$ cat src/rtl/pkt_cap_pkg.sv
`default_nettype none

package pkt_cap_pkg;

    // ==========================================================
    // Data and metadata widths
    // ==========================================================
    localparam int DATA_BYTE_WID = 4;
    localparam int DATA_WID = DATA_BYTE_WID * 8;

    typedef logic [7:0] tid_t;
    typedef logic [3:0] tdest_t;
    typedef logic [19:0] tuser_t;

    // Field order matches the raw word, tid in the top byte
    typedef struct packed {
        tid_t   tid;
        tdest_t tdest;
        tuser_t tuser;
    } meta_t;

    typedef union packed {
        meta_t       fields;
        logic [31:0] raw;
    } meta_u;

    localparam int META_WID = $bits(meta_t);

    // ==========================================================
    // Register map, word addresses
    // ==========================================================
    localparam int REG_ADDR_WID = 10;

    localparam logic [REG_ADDR_WID-1:0] REG_MEM_SIZE  = 10'd0;
    localparam logic [REG_ADDR_WID-1:0] REG_META_WID  = 10'd1;
    localparam logic [REG_ADDR_WID-1:0] REG_CONTROL   = 10'd2;
    localparam logic [REG_ADDR_WID-1:0] REG_STATUS    = 10'd3;
    localparam logic [REG_ADDR_WID-1:0] REG_LENGTH    = 10'd4;
    localparam logic [REG_ADDR_WID-1:0] REG_META      = 10'd5;
    localparam logic [REG_ADDR_WID-1:0] REG_DATA_BASE = 10'd256;

endpackage

`default_nettype wire

$ cat src/rtl/pkt_cap_ctrl_if.sv
`timescale 1ns/100ps
`default_nettype none

interface pkt_cap_ctrl_if
    import pkt_cap_pkg::*;
();

    // Control from the register block
    logic        en;
    logic        arm;

    // Capture results from the writer
    logic        done;
    logic        overflow;
    logic [15:0] byte_len;
    meta_u       meta;

    modport regs_mp (
        output en,
        output arm,
        input  done,
        input  overflow,
        input  byte_len,
        input  meta
    );

    modport writer_mp (
        input  en,
        input  arm,
        output done,
        output overflow,
        output byte_len,
        output meta
    );

endinterface

`default_nettype wire

$ cat src/rtl/pkt_cap_mem.sv
`timescale 1ns/100ps
`default_nettype none

module pkt_cap_mem
    import pkt_cap_pkg::*;
#(
    parameter int PACKET_MEM_SIZE = 256,
    localparam int MEM_DEPTH = PACKET_MEM_SIZE / DATA_BYTE_WID,
    localparam int MEM_ADDR_WID = (MEM_DEPTH > 1) ? $clog2(MEM_DEPTH) : 1
) (
    input  wire logic                     clk,
    input  wire logic                     wr_en,
    input  wire logic [MEM_ADDR_WID-1:0]  wr_addr,
    input  wire logic [DATA_WID-1:0]      wr_data,
    input  wire logic [DATA_BYTE_WID-1:0] wr_be,
    input  wire logic                     rd_en,
    input  wire logic [MEM_ADDR_WID-1:0]  rd_addr,
    output logic [DATA_WID-1:0]           rd_data
);

    logic [DATA_BYTE_WID-1:0][7:0] mem [MEM_DEPTH];

    // Byte lanes written only where tkeep was set
    always_ff @(posedge clk)
    begin
        if (wr_en)
        begin
            for (int i = 0; i < DATA_BYTE_WID; i++)
            begin
                if (wr_be[i])
                begin
                    mem[wr_addr][i] <= wr_data[i*8 +: 8];
                end
            end
        end
    end

    // Registered read, one cycle latency
    always_ff @(posedge clk)
    begin
        if (rd_en)
        begin
            rd_data <= mem[rd_addr];
        end
    end

endmodule

`default_nettype wire

$ cat src/rtl/pkt_cap_regs.sv
`timescale 1ns/100ps
`default_nettype none

module pkt_cap_regs
    import pkt_cap_pkg::*;
#(
    parameter int PACKET_MEM_SIZE = 256,
    localparam int MEM_DEPTH = PACKET_MEM_SIZE / DATA_BYTE_WID,
    localparam int MEM_ADDR_WID = (MEM_DEPTH > 1) ? $clog2(MEM_DEPTH) : 1
) (
    input  wire logic                    clk,
    input  wire logic                    arst_n,
    input  wire logic                    reg_wr,
    input  wire logic                    reg_rd,
    input  wire logic [REG_ADDR_WID-1:0] reg_addr,
    input  wire logic [DATA_WID-1:0]     reg_wdata,
    output logic [DATA_WID-1:0]          reg_rdata,
    output logic                         reg_rvalid,
    pkt_cap_ctrl_if.regs_mp              ctrl,
    output logic                         rd_en,
    output logic [MEM_ADDR_WID-1:0]      rd_addr,
    input  wire logic [DATA_WID-1:0]     rd_data
);

    logic [REG_ADDR_WID-1:0] data_idx;
    logic                    data_hit;
    logic [DATA_WID-1:0]     reg_data;
    logic [DATA_WID-1:0]     reg_data_q;
    logic                    mem_sel_q;

    // ==========================================================
    // Control register
    // ==========================================================
    always_ff @(posedge clk or negedge arst_n)
    begin
        if (!arst_n)
        begin
            ctrl.en  <= 1'b0;
            ctrl.arm <= 1'b0;
        end
        else
        begin
            // Arm is self clearing
            ctrl.arm <= 1'b0;
            if (reg_wr && (reg_addr == REG_CONTROL))
            begin
                ctrl.en  <= reg_wdata[0];
                ctrl.arm <= reg_wdata[1];
            end
        end
    end

    // ==========================================================
    // Read path
    // ==========================================================
    // Data window maps onto memory words
    assign data_idx = reg_addr - REG_DATA_BASE;
    assign data_hit = (reg_addr >= REG_DATA_BASE) &&
                      (data_idx < REG_ADDR_WID'(MEM_DEPTH));

    assign rd_en   = reg_rd && data_hit;
    assign rd_addr = data_idx[MEM_ADDR_WID-1:0];

    always_comb
    begin
        case (reg_addr)
            REG_MEM_SIZE: reg_data = DATA_WID'(PACKET_MEM_SIZE);
            REG_META_WID: reg_data = DATA_WID'(META_WID);
            REG_CONTROL:  reg_data = {{(DATA_WID-1){1'b0}}, ctrl.en};
            REG_STATUS:   reg_data = {{(DATA_WID-2){1'b0}}, ctrl.overflow, ctrl.done};
            REG_LENGTH:   reg_data = {{(DATA_WID-16){1'b0}}, ctrl.byte_len};
            REG_META:     reg_data = ctrl.meta.raw;
            default:      reg_data = '0;
        endcase
    end

    always_ff @(posedge clk or negedge arst_n)
    begin
        if (!arst_n)
        begin
            reg_rvalid <= 1'b0;
            mem_sel_q  <= 1'b0;
        end
        else
        begin
            reg_rvalid <= reg_rd;
            if (reg_rd)
            begin
                mem_sel_q <= data_hit;
            end
        end
    end

    always_ff @(posedge clk)
    begin
        if (reg_rd)
        begin
            reg_data_q <= reg_data;
        end
    end

    // Memory data lands in the same cycle as the register value would
    assign reg_rdata = mem_sel_q ? rd_data : reg_data_q;

endmodule

`default_nettype wire

$ cat src/rtl/pkt_cap_top.sv
`timescale 1ns/100ps
`default_nettype none

module pkt_cap_top
    import pkt_cap_pkg::*;
#(
    parameter int PACKET_MEM_SIZE = 256
) (
    input  wire logic                     clk,
    input  wire logic                     arst_n,
    // AXI4-Stream sink
    input  wire logic                     tvalid,
    output logic                          tready,
    input  wire logic [DATA_WID-1:0]      tdata,
    input  wire logic [DATA_BYTE_WID-1:0] tkeep,
    input  wire logic                     tlast,
    input  wire tid_t                     tid,
    input  wire tdest_t                   tdest,
    input  wire tuser_t                   tuser,
    // Register port
    input  wire logic                     reg_wr,
    input  wire logic                     reg_rd,
    input  wire logic [REG_ADDR_WID-1:0]  reg_addr,
    input  wire logic [DATA_WID-1:0]      reg_wdata,
    output logic [DATA_WID-1:0]           reg_rdata,
    output logic                          reg_rvalid
);

    localparam int MEM_DEPTH = PACKET_MEM_SIZE / DATA_BYTE_WID;
    localparam int MEM_ADDR_WID = (MEM_DEPTH > 1) ? $clog2(MEM_DEPTH) : 1;

    logic                     wr_en;
    logic [MEM_ADDR_WID-1:0]  wr_addr;
    logic [DATA_WID-1:0]      wr_data;
    logic [DATA_BYTE_WID-1:0] wr_be;
    logic                     rd_en;
    logic [MEM_ADDR_WID-1:0]  rd_addr;
    logic [DATA_WID-1:0]      rd_data;

    pkt_cap_ctrl_if ctrl_if ();

    pkt_cap_writer #(
        .PACKET_MEM_SIZE (PACKET_MEM_SIZE)
    ) i_writer (
        .clk     (clk),
        .arst_n  (arst_n),
        .ctrl    (ctrl_if.writer_mp),
        .tvalid  (tvalid),
        .tready  (tready),
        .tdata   (tdata),
        .tkeep   (tkeep),
        .tlast   (tlast),
        .tid     (tid),
        .tdest   (tdest),
        .tuser   (tuser),
        .wr_en   (wr_en),
        .wr_addr (wr_addr),
        .wr_data (wr_data),
        .wr_be   (wr_be)
    );

    pkt_cap_mem #(
        .PACKET_MEM_SIZE (PACKET_MEM_SIZE)
    ) i_mem (
        .clk     (clk),
        .wr_en   (wr_en),
        .wr_addr (wr_addr),
        .wr_data (wr_data),
        .wr_be   (wr_be),
        .rd_en   (rd_en),
        .rd_addr (rd_addr),
        .rd_data (rd_data)
    );

    pkt_cap_regs #(
        .PACKET_MEM_SIZE (PACKET_MEM_SIZE)
    ) i_regs (
        .clk        (clk),
        .arst_n     (arst_n),
        .reg_wr     (reg_wr),
        .reg_rd     (reg_rd),
        .reg_addr   (reg_addr),
        .reg_wdata  (reg_wdata),
        .reg_rdata  (reg_rdata),
        .reg_rvalid (reg_rvalid),
        .ctrl       (ctrl_if.regs_mp),
        .rd_en      (rd_en),
        .rd_addr    (rd_addr),
        .rd_data    (rd_data)
    );

endmodule

`default_nettype wire

$ cat src/rtl/pkt_cap_writer.sv
`timescale 1ns/100ps
`default_nettype none

module pkt_cap_writer
    import pkt_cap_pkg::*;
#(
    parameter int PACKET_MEM_SIZE = 256,
    localparam int MEM_DEPTH = PACKET_MEM_SIZE / DATA_BYTE_WID,
    localparam int MEM_ADDR_WID = (MEM_DEPTH > 1) ? $clog2(MEM_DEPTH) : 1
) (
    input  wire logic                     clk,
    input  wire logic                     arst_n,
    pkt_cap_ctrl_if.writer_mp             ctrl,
    input  wire logic                     tvalid,
    output logic                          tready,
    input  wire logic [DATA_WID-1:0]      tdata,
    input  wire logic [DATA_BYTE_WID-1:0] tkeep,
    input  wire logic                     tlast,
    input  wire tid_t                     tid,
    input  wire tdest_t                   tdest,
    input  wire tuser_t                   tuser,
    output logic                          wr_en,
    output logic [MEM_ADDR_WID-1:0]       wr_addr,
    output logic [DATA_WID-1:0]           wr_data,
    output logic [DATA_BYTE_WID-1:0]      wr_be
);

    localparam int KEEP_CNT_WID = $clog2(DATA_BYTE_WID + 1);

    logic                    beat;
    logic                    pkt_start;
    logic                    armed;
    logic                    capturing;
    logic                    start_capture;
    logic                    capture_beat;
    logic                    in_range;
    logic [15:0]             beat_cnt;
    logic [KEEP_CNT_WID-1:0] keep_cnt;

    // ==========================================================
    // Stream handshake and beat qualification
    // ==========================================================
    assign tready = ctrl.en;
    assign beat   = tvalid && tready;

    // An arm pulse this cycle takes priority over any beat
    assign start_capture = beat && pkt_start && armed && !ctrl.arm;
    assign capture_beat  = start_capture || (beat && capturing && !ctrl.arm);
    assign in_range      = beat_cnt < 16'(MEM_DEPTH);

    // Bytes carried by this beat
    always_comb
    begin
        keep_cnt = '0;
        for (int i = 0; i < DATA_BYTE_WID; i++)
        begin
            keep_cnt = keep_cnt + KEEP_CNT_WID'(tkeep[i]);
        end
    end

    // Memory write port, word index equals beat index
    assign wr_en   = capture_beat && in_range;
    assign wr_addr = beat_cnt[MEM_ADDR_WID-1:0];
    assign wr_data = tdata;
    assign wr_be   = tkeep;

    // ==========================================================
    // Capture state
    // ==========================================================
    always_ff @(posedge clk or negedge arst_n)
    begin
        if (!arst_n)
        begin
            pkt_start     <= 1'b1;
            armed         <= 1'b0;
            capturing     <= 1'b0;
            beat_cnt      <= '0;
            ctrl.done     <= 1'b0;
            ctrl.overflow <= 1'b0;
            ctrl.byte_len <= '0;
        end
        else
        begin
            // Next beat starts a packet once tlast has passed
            if (beat)
            begin
                pkt_start <= tlast;
            end

            if (ctrl.arm)
            begin
                armed         <= 1'b1;
                capturing     <= 1'b0;
                beat_cnt      <= '0;
                ctrl.done     <= 1'b0;
                ctrl.overflow <= 1'b0;
                ctrl.byte_len <= '0;
            end
            else if (capture_beat)
            begin
                beat_cnt      <= beat_cnt + 16'd1;
                ctrl.byte_len <= ctrl.byte_len + 16'(keep_cnt);
                if (!in_range)
                begin
                    ctrl.overflow <= 1'b1;
                end
                if (tlast)
                begin
                    ctrl.done <= 1'b1;
                    armed     <= 1'b0;
                    capturing <= 1'b0;
                end
                else
                begin
                    capturing <= 1'b1;
                end
            end
        end
    end

    // Metadata comes from the first captured beat
    always_ff @(posedge clk)
    begin
        if (start_capture)
        begin
            ctrl.meta.fields.tid   <= tid;
            ctrl.meta.fields.tdest <= tdest;
            ctrl.meta.fields.tuser <= tuser;
        end
    end

endmodule

`default_nettype wire

$ cat config.mk
export PLATFORM = sky130hd
export DESIGN_NAME = pkt_cap_top
export DESIGN_NICKNAME = d
export VERILOG_FILES = /design/src/rtl/pkt_cap_pkg.sv /design/src/rtl/pkt_cap_ctrl_if.sv /design/src/rtl/pkt_cap_mem.sv /design/src/rtl/pkt_cap_regs.sv /design/src/rtl/pkt_cap_top.sv /design/src/rtl/pkt_cap_writer.sv
export SDC_FILE = /design/constraint.sdc
export NUM_CORES = 2
export LEC_CHECK = 0
export BUFFER_PORTS_ARGS = -buffer_cell sky130_fd_sc_hd__buf_2
export CORE_MARGIN = 10
export CORE_UTILIZATION = 59
export DETAILED_ROUTE_END_ITERATION = 7
export PLACE_DENSITY = 0.76
export SLEW_MARGIN = 20
export SYNTH_ARGS = -nofsm -noshare
export SYNTH_HDL_FRONTEND = slang
export SYNTH_SLANG_ARGS = --single-unit
$ cat constraint.sdc
create_clock -name clk -period 4.4 [get_ports clk]
set_clock_uncertainty 0.1 [all_clocks]
set_input_delay 0.22 -clock clk [delete_from_list [all_inputs] [get_ports clk]]
set_output_delay 0.22 -clock clk [all_outputs]
set_load 0.03 [all_outputs]
==> run_results.csv <==
group,metric,value,unit
placed_design,dp_hpwl,137,mm
timing,hold_violations,0,
logic_synthesis,ys_ff_latch,2185,
logic_synthesis,synthArstFlopShare,0.0188,
logic_synthesis,synth_edf_count,2144,
floorplanning,initial_core_util,0.594,
floorplanning,die_area,0.160,mm^2
clock_tree,numCtsBuffers,208,
worst_hold_path,holdCritStartpoint,"tkeep[2]",
critical_path,max_stage_delay,940,ps
pwr,ir_worst_vdd,0.454,mV
floorplanning,core-area,0.144,mm^2
drt,num_vias,45100,
timing,setup_slack,549,ps
drt,firstDrtPassIters,7,
drt,route.detailed.wl_per_inst,34.4,um
finish,multi_input_area,0.0186,mm^2
critical_path,critical-path-top-delay-family,"simple AND/OR/NAND/NOR gates",
timing,min_period,3850,ps
drt,drtIter0Drc,7235,
floorplanning,die_x,400,um
placed_design,placed_cells,6131,
critical_path,critPathSlowestCell,"nand2_1",
clock_tree,cts_resized,0,
clock_tree,worstSkewPairLatency,870,ps
run,maxCapViolations,0,
critical_path,cp.arrival,4210,ps
run_status,violations,"DRC",
timing,max_freq,260,MHz
critical_path,r2r-end,"i_mem.mem[52][3]",
logic_synthesis,ys_seq_area_frac,0.767,
finish,drive_above_1_share,0.247,
finish,layout.cells.non_filler,6647,
placed_design,dp_slack,805,ps
floorplanning,rows,139,
critical_path,critPathBufInv,0,
logic_synthesis,synth_nets,4279,
critical_path,path_cells,"nor3b_1 > nand2_1 > nor2_1",
floorplanning,pin_count,150,
drt,viasPerCell,6.78,
critical_path,cp.required,4760,ps
logic_synthesis,synth_top_area_cell,"edfxtp_1",
timing,rsz0062_at_grt,"false",
logic_synthesis,syn_avg_cell_area,20.5,um^2
logic_synthesis,syn_inst,4155,
critical_path,end_kind,"register",
critical_path,critPathKind,"reg -> reg",
pwr,fin_total_pwr,42.2,mW
timing,post-route-period-util,0.875,
clock_tree,cts_tree,"done",
run_status,outcome,"finished with violations",
drt,drc_errors,3,
placed_design,placed_area,0.0888,mm^2
pwr,p_leak,31.0,nW
clock_tree,clockBufferDepth,3,
grt,grt_overflow,0,
logic_synthesis,ys_warn_count,0,
grt,grt_pass1_wl,325,mm
drt,drt_wl_total,228,mm
clock_tree,post-cts-setup-buffer-count,0,
critical_path,rr_worst_depth,3,
grt,grt_usage,0.287,
logic_synthesis,synth_area,0.0853,mm^2
critical_path,r2r_slack,550,ps
clock_tree,root_buffer,"clkbuf_16",
grt,grt_pass1_vias,44600,
logic_synthesis,netlist.area_leader.share,0.755,
finish,fin_util,0.672,
timing,setup_violations,0,
timing,whs,69.1,ps
clock_tree,postCtsHoldBufs,80,
floorplanning,die_h,400,um
clock_tree,cts.clk_slew.worst_paths,60,ps
clock_tree,cts.sinks,2185,
finish,nets,4674,
logic_synthesis,synth_area_leaders,"edfxtp_1, mux4_2, mux2i_1",
placed_design,io_buffers,119,
clock_tree,cts-htree-levels,4,
finish,fin_area,0.0965,mm^2
drt,detail-route-antenna-nets,0,
timing,worst_slew_pin_slew,1230,ps
critical_path,path_max_fanout,11,
timing,slew_violations,0,
finish,seqCellArea,0.0654,mm^2
critical_path,startpoint_type,"register",
pwr,power_density,437,mW/mm^2
logic_synthesis,synth_cell_types,65,
worst_hold_path,whs_endpoint,"i_writer.ctrl.byte_len[0]",
worst_hold_path,hold_depth,7,
timing,relSlewSlack,0.175,
finish,areaGrowthSynthToFinish,13.2,%
critical_path,r2r_start,"i_writer.beat_cnt[2]",
grt,antenna_found_initial,29,
logic_synthesis,synthFlopType,"edfxtp_1",
worst_hold_path,hp-class,"in -> reg",
timing,tns,0,ps
grt,grt_max_degree,65,
finish,fill_cells,8780,
placed_design,routabilityCongestion,0.877,
==> Yosys cell counts, types with 13 or more instances <==
master,n
a21oi_1,33
a221oi_1,35
a22o_1,22
a22oi_1,51
a32oi_1,15
and2_1,21
buf_1,19
buf_2,53
buf_4,42
buf_6,17
clkbuf_1,108
dfrtp_1,40
edfxtp_1,2144
inv_1,14
mux2_2,65
mux2i_1,172
mux4_2,474
nand2_1,164
nand3_1,32
nor2_1,329
nor3_1,16
o21ai_0,76
o21ai_1,13
o22ai_1,31
xnor2_1,18
==> worst max path at each step <==
stage	cells past startpoint	slack (ps)	start	end
3_5_place_dp	3	800	i_writer.beat_cnt[2]	i_mem.mem[52][0]
2_1_floorplan	2	830	i_regs.ctrl.en	i_writer.ctrl.meta[0]
4_1_cts	3	780	i_writer.beat_cnt[2]	i_mem.mem[52][0]
6_report	3	550	i_writer.beat_cnt[2]	i_mem.mem[52][3]
3_3_place_gp	3	1020	i_writer.beat_cnt[0]	i_mem.mem[49][5]
5_1_grt	3	570	i_writer.beat_cnt[2]	i_mem.mem[52][1]
==> sequential cells by signal, summed over array words and instances, names as in the netlist, 16 cells and up <==
| name | flops |
|---|---|
| i_writer.ctrl.byte_len | 16 |
| i_mem.rd_data | 32 |
| i_writer.beat_cnt | 16 |
| i_mem.mem | 2048 |
| i_regs.reg_data_q | 32 |
| i_writer.ctrl.meta | 32 |
==> power by group <==
group,internal (mW),total [mW],switching [mW]
logic,0.777,2.13,1.35
clock network,9.67,17.2,7.52
registers,22.9,22.9,0.00834
total,33.3,42.2,8.87
==> worst reg2reg max path, stage by stage, from the launching register on <==
cell     delay [ps]
dfrtp_1         560
nor3b_1         910
nand2_1         940
nor2_1          950
==> logic make-up (layout without fill, tap and decap cells) <==
family / Yosys count / after routing / share of synthesized area
flops: 2185 / 2185 / 0.767
compound gates: 344 / 344 / 0.0281
fa+ha+maj: 8 / 8 / 0.00135
other cells: 0 / 24 / 0
buf+inv: 260 / 825 / 0.0159
simple gates: 623 / 623 / 0.0311
xor+xnor: 24 / 24 / 0.00247
mux: 711 / 711 / 0.154
==> area by class of cell <==
class,instances,area share
sequential,2185,0.678
tap,1903,0.0247
inverter,19,0.000791
multi-input combinational,1710,0.192
antenna,24,0.000622
clock inverter,113,0.00949
clock buffer,267,0.0577
timing repair buffer,426,0.0370
==> cell usage in the layout (no fill, tap or decap), types with 51 or more instances in the layout <==
cell type      netlist  layout
mux4_2             474     474
o21ai_0             76      76
mux2_2              65      65
buf_2               53      82
dlygate4sd3_1        0     111
mux2i_1            172     172
clkbuf_16            0     213
nand2_1            164     160
buf_4               42     208
nor2_1             329     321
edfxtp_1          2144    2144
a22oi_1             51      51
==> metal layers <==
metal  global-route usage  wire, um
met1                0.377     79300
met2                0.429    105000
met3                0.106     32400
met4                0.137     11400
met5              0.00242       457
Note: power is estimated with default switching activity, not from simulation.
